File: src/hdl/riscv_pkg.sv
package riscv_pkg;

    // Memory geometry and timing.
    localparam int MEM_ADDR_BITS = 8;
    localparam int MEM_DEPTH     = 1 << MEM_ADDR_BITS;   // 256 words.
    localparam int MEM_LATENCY   = 2;                    // Accept to valid, in cycles.
    localparam int LAT_CNT_BITS  = $clog2(MEM_LATENCY + 1);

    // First fetch address after reset.
    localparam logic [31:0] RESET_PC = 32'h0;

    // Instruction or data word.
    typedef logic [31:0] word_t;

    // Byte address, as held in the PC.
    typedef logic [31:0] addr_t;

    // Word index into the instruction memory.
    typedef logic [MEM_ADDR_BITS-1:0] mem_idx_t;

    // Countdown of the outstanding read.
    typedef logic [LAT_CNT_BITS-1:0] lat_cnt_t;

    // Processor request line.
    typedef enum logic {
        NOREQUEST = 1'b0,
        REQUEST   = 1'b1
    } req_e;

    // Access direction.
    typedef enum logic {
        READ  = 1'b0,
        WRITE = 1'b1
    } we_e;

    // Fetcher FSM.
    typedef enum logic [1:0] {
        WAIT_REQ   = 2'd0,
        WAIT_READY = 2'd1,
        WAIT_VALID = 2'd2
    } fetch_state_e;

endpackage
File: src/hdl/pc_sequencer.sv
`timescale 1ns/1ps

module pc_sequencer (
    input  logic             CLK,
    input  logic             RSTn,
    input  logic             run,
    input  logic             redirect,
    input  riscv_pkg::addr_t redirect_pc,
    input  logic             busy,
    input  logic             mem_valid,
    output logic             instr_req,
    output riscv_pkg::addr_t pc,
    output riscv_pkg::addr_t instr_pc
);

    import riscv_pkg::*;

    logic  issued;        // Request for the current PC already sent.
    logic  redir_pend;
    addr_t redir_target;
    addr_t next_pc;

    // One request per PC; the fetcher holds it from here on.
    assign instr_req = run && !issued;

    // A redirect in the completing cycle still counts for this update.
    always_comb begin
        if (redirect) begin
            next_pc = redirect_pc;
        end else if (redir_pend) begin
            next_pc = redir_target;
        end else begin
            next_pc = pc + 32'd4;
        end
    end

    always_ff @(posedge CLK) begin
        if (!RSTn) begin
            pc <= RESET_PC;
        end else if (mem_valid) begin
            pc <= next_pc;
        end
    end

    // PC of the completed fetch travels with the instruction.
    always_ff @(posedge CLK) begin
        if (mem_valid) begin
            instr_pc <= pc;
        end
    end

    // Redirect seen during a fetch waits for that fetch to complete.
    always_ff @(posedge CLK) begin
        if (!RSTn) begin
            redir_pend <= 1'b0;
        end else if (mem_valid) begin
            redir_pend <= 1'b0;
        end else if (redirect) begin
            redir_pend <= 1'b1;
        end
    end

    always_ff @(posedge CLK) begin
        if (redirect) begin
            redir_target <= redirect_pc;   // Latest target wins.
        end
    end

    // Next request opens one cycle after the update, once the fetcher is idle.
    always_ff @(posedge CLK) begin
        if (!RSTn) begin
            issued <= 1'b0;
        end else if (instr_req) begin
            issued <= 1'b1;
        end else if (!busy && !mem_valid) begin
            issued <= 1'b0;   // First idle cycle after the valid cycle.
        end
    end

    // Misaligned PCs are not supported.
    pc_aligned_a : assert property (
        @(posedge CLK) disable iff (!RSTn)
        pc[1:0] == 2'b00
    ) else $error("pc_sequencer: misaligned PC %h", pc);

endmodule

File: config.mk
export PLATFORM = sky130hd
export DESIGN_NAME = pc_sequencer
export DESIGN_NICKNAME = d
export VERILOG_FILES = /design/src/hdl/riscv_pkg.sv /design/src/hdl/pc_sequencer.sv
export SDC_FILE = /design/constraint.sdc
export NUM_CORES = 1
export LEC_CHECK = 0
export ABC_AREA = 0
export BUFFER_PORTS_ARGS = -buffer_cell sky130_fd_sc_hd__buf_4
export CAP_MARGIN = 25
export CORE_ASPECT_RATIO = 1.25
export CORE_MARGIN = 4
export CORE_UTILIZATION = 45
export CTS_CLUSTER_SIZE = 30
export DETAILED_ROUTE_END_ITERATION = 16
export PLACE_DENSITY = 0.72
export SKIP_CTS_REPAIR_TIMING = 1
export SYNTH_ARGS = -nofsm -noshare
export SYNTH_HDL_FRONTEND = slang
export SYNTH_SLANG_ARGS = --single-unit
File: constraint.sdc
create_clock -name CLK -period 2 [get_ports CLK]
set_clock_uncertainty 0.05 [all_clocks]
set_input_delay 0.1 -clock CLK [delete_from_list [all_inputs] [get_ports CLK]]
set_output_delay 0.1 -clock CLK [all_outputs]
set_load 0.02 [all_outputs]
==> metrics <==
cell count after synthesis roughly 380; Initial Utilization between 40% and 50%; DRC 0; CP arrival ~2.2 ns; reg2reg start pc[2]$_SDFFE_PN0P_; I/O Buffers approximately 100; Worst setup EP type flop; Post-synth EDFFs 64; initial antenna violation count 0; Hold Path Stages 3; fin. max-slew vios 0; Finished Cell Area between 6000 and 7000 um2; final net count slightly below 600; FMAX 492 MHz; sequential element share of the synthesized area about three fifths; Die Area approximately 11000 um2; distinct cell type count after synthesis 57; io pins slightly above 100; area delta synth->final 43.1%; first-pass GRT wire length approximately 18000 um; crit start category flop; vias in the first global route approximately 3500; Placed Cells 619; Setup WS post-layout -0.0307 ns; Die Ht ~120 um; TritonRoute pass-1 iters 5; WL final ~12000 um; Tot GR Track Use approximately a fifth; Post-DP HPWL 8130 um; H-tree levels 3; Worst Min Path Start busy; most frequent cells in the layout 144 x buf_4, 64 x edfxtp_1, 35 x nand2_1; post-synthesis cell area 4290 um2; Crit Path Class flop to flop; Vias just under 4000; Hold Slack -0.0179 ns; clock latency on the worst-skew pair about 0.35 ns; Die X roughly 95 um; ratio of final minimum period to clock period 102%; sequential power share a little under half; part of the power in combinational logic between 10% and 20%; antenna viol nets, final 0; PwrDens ~810 nW/um2; routability-driven placement congestion ratio just under 0.9; Leak Pwr 2.47 nW; drt initial violations between 300 and 400; Sink Count a little under 100; Final min period 2.03 ns; Synth Register Bits just under 100; FF-to-FF setup slack -0.03 ns; HP Class input pin to flop; Worst-Margin Slew about 0.49 ns; vias per cell about 5.7; Int Pwr around 0.0038 W; worst reg-to-reg path cell count 7; Max-Cap Viols 0; hold violation count in the final report 1; Finished Layout Cells ~670; syn_area_per_cell between 10 and 15 um2; final setup vio count 3; Congestion Overflow GR 0; drt wl/cell about 18 um; ys async rst share 0%; switching portion of total power between 20% and 30%; RR Endpoint pc[23]$_SDFFE_PN0P_; CTS tree done; leading cell type in the layout, fill and taps excluded buf_4; share of cells above drive strength 1 34.5%; CP cell instances buf_6, nand4_1, or4_4, nor3_4, buf_4, o21ai_0, o2bb2ai_1; Root Driver clkbuf_16; Net Count, Synth 420; Clk pwr share between 30% and 40%; Primary FF master, synth edfxtp_1; hold endpoint issued$_SDFFE_PN0P_; status finished, violations left; Bufs on Longest Clock Path 2; NetSw between 0.001 and 0.0015 W; slew margin rel. approximately 67%; clock slew at reported path FFs approximately 0.060 ns; clock buffer count from CTS 9; failing checks negative hold slack, negative setup slack; warning count from the yosys run 0; RSZ-0062 raised after global routing true; CP max FO 7; largest net degree at the start of global routing approximately 50; diode count 0; CP Data Required Time between 2 and 2.5 ns; slowest stage delay, CP 0.60 ns; Post-DP Area roughly 5400 um2; VDD IR-drop max 0.539 mV; slowest CP cell or4_4; # rows 39; Core Area between 9000 and 10000 um2
==> power groups by stage <==
stage	registers, W	logic [W]	clock network (W)
6_report	0.00238	0.000746	0.00185
5_1_grt	0.00240	0.000805	0.00195
4_1_cts	0.00238	0.000682	0.00187
3_5_place_dp	0.00243	0.000678	0
3_3_place_gp	0.00242	0.000666	0
2_1_floorplan	0.00254	0.000213	0
==> layer usage <==
| layer | wire, um | vias to the layer above | GRT usage [%] |
|---|---|---|---|
| li1 | - | 1804 | - |
| met1 | 4750 | 1873 | 27.7 |
| met2 | 6000 | 161 | 33.4 |
| met3 | 865 | 15 | 5.24 |
| met4 | 216 | 0 | 9.05 |
| met5 | 0 | - | 0 |
==> sequential cells by signal (all words and copies together), names as in the netlist <==
name	cells
redir_pend	1
issued	1
redir_target	32
pc	32
instr_pc	32
==> cell usage after synthesis (all sizes together) (3+ instances only) <==
| master | instances | area share (%) |
|---|---|---|
| a22oi | 16 | 2.8 |
| a311oi | 3 | 0.61 |
| nor4 | 6 | 1.0 |
| a21oi | 19 | 2.2 |
| a22o | 6 | 1.2 |
| buf | 4 | 0.44 |
| o31ai | 4 | 0.70 |
| nor3 | 10 | 1.4 |
| nor2b | 5 | 0.73 |
| nand4 | 11 | 1.9 |
| a32o | 5 | 1.2 |
| nand3 | 13 | 1.5 |
| or2 | 3 | 0.44 |
| and3 | 3 | 0.44 |
| edfxtp | 64 | 45 |
| nor2 | 24 | 2.1 |
| a222oi | 3 | 0.70 |
| mux2i | 7 | 1.6 |
| o21a | 5 | 0.88 |
| o21ai | 28 | 3.3 |
| and4 | 4 | 0.90 |
| clkbuf | 21 | 1.9 |
| dfxtp | 34 | 16 |
| inv | 9 | 0.79 |
| o22ai | 9 | 1.3 |
| nand2 | 35 | 3.1 |
==> area by class of cell <==
type,count,area (um2)
Clock buffer,10,239
Clock inverter,6,80.1
Fill cell,701,3090
Inverter,9,33.8
Multi-Input combinational cell,249,1590
Sequential cell,98,2620
Tap cell,123,154
Timing Repair Buffer,178,1420
==> logic make-up after synthesis <==
group	count (synthesis)	synth area share [%]
flops	98	60.7
buf+inv	34	3.15
compound gates	117	18.9
mux	8	1.90
simple gates	123	15.1
fa+ha+maj	1	0.292
==> critical path: cells and delay by family (launching register included) <==
family                 cells  cell delay (ns)
and+or+nand+nor            3             1.04
DFF                        1             0.35
buffers and inverters      2             0.27
AOI/OAI and AO/OA          2             0.20
==> worst max path at each step <==
| stage | startpoint | end | slack [ns] | cells after the start |
|---|---|---|---|---|
| 2_1_floorplan | pc[2]$_SDFFE_PN0P_ | pc[28]$_SDFFE_PN0P_ | -0.002 | 7 |
| 6_report | pc[2]$_SDFFE_PN0P_ | pc[23]$_SDFFE_PN0P_ | -0.03 | 7 |
| 4_1_cts | pc[2]$_SDFFE_PN0P_ | pc[28]$_SDFFE_PN0P_ | -0.11 | 6 |
| 3_3_place_gp | pc[2]$_SDFFE_PN0P_ | pc[28]$_SDFFE_PN0P_ | 0.03 | 6 |
| 5_1_grt | pc[2]$_SDFFE_PN0P_ | pc[23]$_SDFFE_PN0P_ | -0.10 | 7 |
| 3_5_place_dp | pc[2]$_SDFFE_PN0P_ | pc[28]$_SDFFE_PN0P_ | -0.09 | 6 |
==> per-stage QoR <==
stage / TNS, ns / total power, W / utilization (%) / worst slack [ns]
after floorplan: -0.00163 / 0.00275 / - / -0.00163
after CTS: -0.173 / 0.00493 / 62.2 / -0.108
after global placement: 0 / 0.00308 / 58.8 / 0.0313
after detailed placement: -0.127 / 0.00310 / 58.8 / -0.0948
final: -0.0661 / 0.00498 / 66.5 / -0.0307
after global routing: -0.504 / 0.00515 / 66.5 / -0.101
Power figures use the tool's default switching activity.
