File: src/hdl/riscv_pkg.sv
package riscv_pkg;

    // Memory geometry and timing.
    localparam int MEM_ADDR_BITS = 8;
    localparam int MEM_DEPTH     = 1 << MEM_ADDR_BITS;   // 256 words.
    localparam int MEM_LATENCY   = 2;                    // Accept to valid, in cycles.
    localparam int LAT_CNT_BITS  = $clog2(MEM_LATENCY + 1);

    // First fetch address after reset.
    localparam logic [31:0] RESET_PC = 32'h0;

    // Instruction or data word.
    typedef logic [31:0] word_t;

    // Byte address, as held in the PC.
    typedef logic [31:0] addr_t;

    // Word index into the instruction memory.
    typedef logic [MEM_ADDR_BITS-1:0] mem_idx_t;

    // Countdown of the outstanding read.
    typedef logic [LAT_CNT_BITS-1:0] lat_cnt_t;

    // Processor request line.
    typedef enum logic {
        NOREQUEST = 1'b0,
        REQUEST   = 1'b1
    } req_e;

    // Access direction.
    typedef enum logic {
        READ  = 1'b0,
        WRITE = 1'b1
    } we_e;

    // Fetcher FSM.
    typedef enum logic [1:0] {
        WAIT_REQ   = 2'd0,
        WAIT_READY = 2'd1,
        WAIT_VALID = 2'd2
    } fetch_state_e;

endpackage
File: src/hdl/fetcher.sv
`timescale 1ns/1ps

module fetcher (
    input  logic               CLK,
    input  logic               RSTn,
    input  logic               instr_req,
    output logic               busy,
    input  riscv_pkg::addr_t   pc,
    output riscv_pkg::word_t   instr,
    output logic               instr_valid,
    output riscv_pkg::req_e    mem_req,
    output riscv_pkg::addr_t   mem_addr,
    output riscv_pkg::we_e     mem_we,
    output riscv_pkg::word_t   mem_wdata,
    input  logic               mem_rdy,
    input  logic               mem_valid,
    input  riscv_pkg::word_t   mem_rdata
);

    import riscv_pkg::*;

    fetch_state_e state;
    fetch_state_e next_state;

    always_ff @(posedge CLK) begin
        if (!RSTn) begin
            state <= WAIT_REQ;
        end else begin
            state <= next_state;
        end
    end

    always_comb begin
        next_state = state;   // Hold unless a transition fires.
        case (state)
            WAIT_REQ: begin
                if (instr_req) begin
                    if (mem_rdy) begin
                        next_state = WAIT_VALID;
                    end else begin
                        next_state = WAIT_READY;
                    end
                end
            end
            WAIT_READY: begin
                if (mem_rdy) begin
                    next_state = WAIT_VALID;
                end
            end
            WAIT_VALID: begin
                if (mem_valid) begin
                    next_state = WAIT_REQ;
                end
            end
            default: begin
                next_state = WAIT_REQ;
            end
        endcase
    end

    // Request and busy levels per state.
    always_comb begin
        mem_req = NOREQUEST;
        busy    = 1'b0;
        case (state)
            WAIT_REQ: begin
                if (instr_req) begin
                    mem_req = REQUEST;
                    busy    = 1'b1;
                end
            end
            WAIT_READY: begin
                mem_req = REQUEST;   // Held through the stall.
                busy    = 1'b1;
            end
            WAIT_VALID: begin
                busy = !mem_valid;
            end
            default: begin
                mem_req = NOREQUEST;
                busy    = 1'b0;
            end
        endcase
    end

    // Fetch only reads.
    assign mem_addr  = pc;
    assign mem_we    = READ;
    assign mem_wdata = '0;

    always_ff @(posedge CLK) begin
        if (mem_valid) begin
            instr <= mem_rdata;
        end
    end

    always_ff @(posedge CLK) begin
        if (!RSTn) begin
            instr_valid <= 1'b0;
        end else begin
            instr_valid <= mem_valid;   // One-cycle pulse.
        end
    end

    // Memory answers only to a request this FSM made.
    no_valid_when_idle_a : assert property (
        @(posedge CLK) disable iff (!RSTn)
        mem_valid |-> (state != WAIT_REQ)
    ) else $error("fetcher: mem_valid without outstanding request");

endmodule

File: config.mk
export PLATFORM = sky130hd
export DESIGN_NAME = fetcher
export DESIGN_NICKNAME = d
export VERILOG_FILES = /design/src/hdl/riscv_pkg.sv /design/src/hdl/fetcher.sv
export SDC_FILE = /design/constraint.sdc
export NUM_CORES = 1
export LEC_CHECK = 0
export BUFFER_PORTS_ARGS = -buffer_cell sky130_fd_sc_hd__buf_2
export CORE_ASPECT_RATIO = 0.9
export CORE_UTILIZATION = 34
export DETAILED_ROUTE_END_ITERATION = 8
export PLACE_DENSITY = 0.79
export SYNTH_ARGS = -nofsm -noshare
export SYNTH_HDL_FRONTEND = slang
export SYNTH_SLANG_ARGS = --single-unit
File: constraint.sdc
create_clock -name CLK -period 1.1 [get_ports CLK]
set_clock_uncertainty 0.1 [all_clocks]
set_input_delay 0.055 -clock CLK [delete_from_list [all_inputs] [get_ports CLK]]
set_output_delay 0.055 -clock CLK [all_outputs]
set_load 0.03 [all_outputs]
==> impl_metrics.toml, run 1 <==
[yosys]
synth_xor_area_share_pct = 0
avgSynthCellArea_um2 = 14.22
ys_seq_elements = 35
synth_async_sr_flop_share_pct = 0
synth_top_family_by_area = "buffers and inverters"
syn_inst = 110
synth-simple-area-share_pct = 2.480
synth_common_cells = "buf_4 (65), edfxtp_1 (32), dfxtp_1 (3), nor2_1 (3)"
synth_area_leaders = "edfxtp_1 (61%), buf_4 (31%), dfxtp_1 (3.8%)"
syn_area_mm2 = 0.001564
muxShareOfSynthArea_pct = 0
yosysWarningCount = 0
synth_top_area_share_pct = 61.44
synthFlopType = "edfxtp_1"
yosysMostFrequentCell = "buf_4"
synth.distinct_cells = 11
synth_compound_area_share_pct = 0.8000
synth-seq-area-share_pct = 65.28
synth-edff-count = 32
yosysTopAreaCell = "edfxtp_1"
synth_fa_ha_area_share_pct = 0

[timing]
hold_viol = 0
drv_slew = 0
final.setup.worst_slack_ns = -0.08788
setup_violations = 2
period_needed_ns = 1.188
finalCritPeriodShare_pct = 108.0
rsz0062_at_grt = "true"
max_freq_mhz = 841.8

[global_route]
grt_start_max_net_pins = 25
track_usage_pct = 12.88
gr-total-overflow = 0
grt_antenna_before_repair = 0
grt_pass1_wl_um = 4422
grt_pass1_vias = 915

[cts]
clockRootBuffer = "clkbuf_8"
cts_made_buffers = 5
path_clk_slew_ns = 0.07
cts_max_level = 2
clkSinkCount = 35
clock_latency_ns = 0.28
ctsLongestPathBuffers = 2
cts_setup_buffers = 0
tritoncts = "done"

[route]
routed_wl_um = 3337
route.detailed.drc = 0
wl_per_cell_um = 13.19
first_pass_iters = 3
ant_nets = 0
dr.first_iter.drc_count = 38
vias = 984
viasPerCell = 3.889

[setup_path]
cp.required_ns = 0.94
startpoint_type = "flop"
cp.arrival_ns = 1.03
worstSetupPathType = "flop to output pin"
cpMaxStageDelayCell = "dfxtp_2"
path_cells = "nor2_2 > o21ai_1 > buf_4"
cp_max_fo = 4
max_stage_delay_ns = 0.33
r2r_slack_ns = 0.06
reg2reg_depth = 3
r2r-end = "state[1]$_SDFFE_PN0P_"
r2r-start = "state[0]$_SDFFE_PN0P_"
end_kind = "output pin"

[layout]
drive_above_1_share_pct = 43.46
num-fill-cells = 395
design_area_mm2 = 0.002111
instances_no_fill = 253
syn2layout_area_growth_pct = 34.96
antenna_cells = 0
nets = 259

[pwr]
irDropWorstVdd_mv = 0.6340
p_per_area_mw_per_mm2 = 1608
design_power_total_mw = 3.394
p_leak_nw = 0.9546

[run_status]
violations = "setup timing"
outcome = "finished with violations"

[placed_design]
place_inst = 211
place_area_mm2 = 0.001649
gp_congestion = 0.6356
dp_hpwl_um = 1845
numPortBuffers = 71

[die]
die_area_mm2 = 0.004876
coreArea_mm2 = 0.004432
std_cell_rows = 23
initial_core_util_pct = 35.29
die_width_um = 73.49
die_h_um = 66.35
boundaryPins = 169

[hold_path]
min_to = "mem_addr[8]"
holdCritStartpoint = "pc[8]"
hold_class = "primary input to output pin"
whs_path_depth = 0

[job]
max-cap-violations = 0
-- stage by stage --
stage / worst slack (ns) / hold slack (ns) / setup TNS (ns) / util (%)
finish: -0.08788 / 0.01001 / -0.1522 / 47.63
global route: -0.1273 / 0.01004 / -0.2350 / 47.63
CTS: -0.08327 / 0.01020 / -0.1382 / 47.57
detailed placement: 0.04235 / 0.01020 / 0 / 37.21
global placement: 0.08736 / 0.01020 / 0 / 37.21
floorplan: 0.1055 / 0.03433 / 0 / -
-- state kept, by name (all words and copies together), names as in the netlist --
| signal | flops |
|---|---|
| instr | 32 |
| instr_valid | 1 |
| state | 2 |
-- worst max-delay path: cells and delay by family (launching register included) --
kind                   cells  cell delay (ns)
flip-flops                 1             0.33
AO/OA/AOI/OAI              1             0.08
AND/OR/NAND/NOR            1             0.17
buffers and inverters      1             0.17
-- final cells by class --
class,count,area [µm²],share of cell area [%]
clock inverter,3,43.79,2.075
timing repair buffer,106,718.2,34.02
tap,62,77.57,3.675
multi-input combinational,42,180.2,8.536
clock buffer,5,68.82,3.260
sequential,35,1022,48.43
-- cells in the final DEF (no fill, tap or decap), drive strengths merged --
cell type | netlist | final
bufinv | 0 | 1
edfxtp | 32 | 32
dlygate4sd3 | 0 | 34
nor2 | 3 | 3
nand2 | 1 | 1
dfxtp | 3 | 3
buf | 65 | 72
and2 | 1 | 1
or3b | 1 | 1
o21ai | 1 | 1
clkbuf | 0 | 5
nor4b | 1 | 1
conb | 1 | 33
clkinv | 0 | 2
a21boi | 1 | 1
-- repair_timing --
action | CTS | global route
gates resized for setup | 3 | 1
hold buffers | 34 | 0
endpoints found under the setup margin | 2 | 3
pin swaps | 2 | 1
hold endpoints to repair | 35 | 0
-- worst max path at each step --
| stage | from | end | slack (ns) | cells after the start |
|---|---|---|---|---|
| 6_report | state[0]$_SDFFE_PN0P_ | busy | -0.09 | 3 |
| 3_3_place_gp | state[0]$_SDFFE_PN0P_ | state[1]$_SDFFE_PN0P_ | 0.09 | 3 |
| 2_1_floorplan | state[0]$_SDFFE_PN0P_ | state[1]$_SDFFE_PN0P_ | 0.11 | 3 |
| 4_1_cts | state[0]$_SDFFE_PN0P_ | busy | -0.08 | 3 |
| 3_5_place_dp | state[0]$_SDFFE_PN0P_ | state[1]$_SDFFE_PN0P_ | 0.04 | 3 |
| 5_1_grt | state[0]$_SDFFE_PN0P_ | busy | -0.13 | 3 |
-- cell families (layout without fill, tap and decap cells) --
logic type | Yosys count | after routing
and+or+nand+nor | 7 | 7
buffers and inverters | 65 | 114
DFF | 35 | 35
other | 1 | 33
AOI/OAI and AO/OA | 2 | 2
-- where the power goes --
group	switching [mW]	leakage [nW]	total (mW)	internal, mW
Combinational	0.471	0.558	0.680	0.209
Sequential	0.0331	0.338	1.60	1.56
Clock	0.443	0.0581	1.12	0.674
-- layer usage --
metal / track usage (%) / part of all wire [%] / routed length, µm / vias to the layer above
met2: 23.85 / 52 / 1722 / 88
met3: 6.555 / 14 / 452 / 16
met1: 10.46 / 32 / 1071 / 452
met5: 0 / 0 / 0 / -
li1: - / - / - / 428
met4: 8.413 / 2.7 / 91 / 0
No activity file was read; power rests on OpenSTA's default activity.
==> inputs of run 2 (changes only) <==
==> constraint.sdc (replaced) <==
create_clock -name CLK -period 1.1 [get_ports CLK]
set_clock_uncertainty 0.1 [all_clocks]
set_input_delay 0.11 -clock CLK [delete_from_list [all_inputs] [get_ports CLK]]
set_output_delay 0.11 -clock CLK [all_outputs]
set_load 0.03 [all_outputs]
==> run 2 against run 1 <==
Compared with the run above: the flow still finishes with violations (setup timing); routed wire length fell by 4.8%; cell area is 0.77% lower; critical endpoint unchanged; worst hold slack better by 0.039 ns; first-iteration DRC count is 39% lower; highest routed layer unchanged; power down 8.2%; setup slack worse by 0.030 ns; final cell count is 0.79% higher; global-route usage is 1.0 points lower.
==> impl_metrics.toml, run 2 (synthesized netlist as in run 1, its figures left out) <==
[route]
viasPerCell = 3.761
route.detailed.drc = 0
vias = 959
first_pass_iters = 4
dr.first_iter.drc_count = 23
wl_per_cell_um = 12.46
routed_wl_um = 3178
ant_nets = 0

[die]
boundaryPins = 169
std_cell_rows = 23
die_width_um = 73.49
coreArea_mm2 = 0.004432
initial_core_util_pct = 35.29
die_h_um = 66.35
die_area_mm2 = 0.004876

[cts]
ctsLongestPathBuffers = 2
cts_made_buffers = 5
clock_latency_ns = 0.27
tritoncts = "done"
cts_max_level = 2
clockRootBuffer = "clkbuf_8"
clkSinkCount = 35
path_clk_slew_ns = 0.06

[setup_path]
cpMaxStageDelayCell = "dfxtp_2"
crit_path_end = "busy"
r2r_slack_ns = 0.06
r2r-end = "state[1]$_SDFFE_PN0P_"
startpoint_type = "flop"
end_kind = "output pin"
reg2reg_depth = 3
path_cells = "nor2_2 > o21ai_1 > buf_4"
worstSetupPathType = "flop to output pin"
cp_max_fo = 4
cp.arrival_ns = 1.01
max_stage_delay_ns = 0.33
cp.required_ns = 0.89
r2r-start = "state[0]$_SDFFE_PN0P_"
cp-startpoint = "state[0]$_SDFFE_PN0P_"

[timing]
fin_setup_tns_ns = -0.2188
hold_viol = 0
period_needed_ns = 1.217
final.setup.worst_slack_ns = -0.1175
rsz0062_at_grt = "true"
drv_slew = 0
setup_violations = 2
max_freq_mhz = 821.4
finalCritPeriodShare_pct = 110.7

[placed_design]
place_inst = 212
gp_congestion = 0.6128
numPortBuffers = 71
dp_hpwl_um = 1951

[layout]
final_common_cell = "buf_2"
reg_top3 = "instr: 32 flops, state: 2 flops, instr_valid: 1 flops"
antenna_cells = 0
instances_no_fill = 255
regMostFlops = "instr"
layout_common_cells = "buf_2 (70), dlygate4sd3_1 (34), conb_1 (33), edfxtp_1 (32), clkbuf_8 (5)"
drive_above_1_share_pct = 43.01
syn2layout_area_growth_pct = 33.92
nets = 261
largest_reg_flops = 32

[run_status]
outcome = "finished with violations"
violations = "setup timing"

[global_route]
grt_start_max_net_pins = 26
grt_pass1_wl_um = 4105
gr-total-overflow = 0
track_usage_pct = 11.88
grt_pass1_vias = 850
grt_antenna_before_repair = 0

[pwr]
power_frac_seq_pct = 51.2
p_leak_nw = 0.9477
p_int_mw = 2.220
design_power_total_mw = 3.114
pwr-share-clk_pct = 26.9
net-switching-power_mw = 0.8935
swShare_pct = 28.69
p_per_area_mw_per_mm2 = 1487
comb_power_share_pct = 21.9
irDropWorstVdd_mv = 0.4806

[job]
max-cap-violations = 0

[hold_path]
hold_class = "primary input to flop"
holdCritStartpoint = "mem_valid"
run 2: worst min-delay path by stage:
stage	end	slack, ns	depth (start not counted)
after floorplan	state[0]$_SDFFE_PN0P_	0.09	1
after global placement	mem_addr[14]	0.12	0
after detailed placement	mem_addr[14]	0.12	0
after CTS	instr_valid$_SDFF_PN0_	0.02	2
after global routing	instr_valid$_SDFF_PN0_	0.06	2
final	instr_valid$_SDFF_PN0_	0.05	2
run 2: what timing repair did:
item,in CTS,in global routing
setup endpoints to repair,2,2
gates resized for setup,3,1
hold endpoints to repair,34,0
pin swaps,1,0
setup buffers,1,0
hold buffers,34,0
run 2: power by group through the flow:
stage | clock network [mW] | logic (mW) | registers, mW
after floorplan | 0 | 0.484 | 1.82
after detailed placement | 0 | 0.573 | 1.62
after global routing | 0.904 | 0.718 | 1.60
after global placement | 0 | 0.566 | 1.61
after CTS | 0.857 | 0.675 | 1.59
final | 0.836 | 0.683 | 1.59
run 2: metrics by stage:
step	setup slack (ns)	utilization [%]	cell area [µm²]	hold WS, ns
after detailed placement	0.05570	37.38	1657	0.1202
after global routing	-0.1611	47.26	2095	0.06139
after floorplan	0.06352	-	1684	0.08933
after global placement	0.09519	37.38	1657	0.1202
after CTS	-0.1252	47.21	2092	0.02088
final	-0.1175	47.26	2095	0.04938
run 2: critical path: cells and delay by family (launching register included):
kind | cells | cell delay [ns]
AOI/OAI and AO/OA | 1 | 0.08
buffers and inverters | 1 | 0.17
DFF | 1 | 0.33
and+or+nand+nor | 1 | 0.16
run 2: cell type report:
class                   count  area [µm²]
clock buffers               7       76.32
clock inverters             1       5.005
fillers                   400        2337
multi-input cells          42       180.2
flip-flops and latches     35        1022
well taps                  62       77.57
repair buffers            108       733.2
run 2: metal layers:
layer | GRT usage (%) | vias to the layer above | wire length, µm | share of wire (%)
li1 | - | 431 | - | -
met1 | 10.01 | 437 | 1054 | 33
met2 | 21.90 | 80 | 1617 | 51
met3 | 5.640 | 11 | 442 | 14
met4 | 7.692 | 0 | 63 | 2.0
met5 | 0 | - | 0 | 0
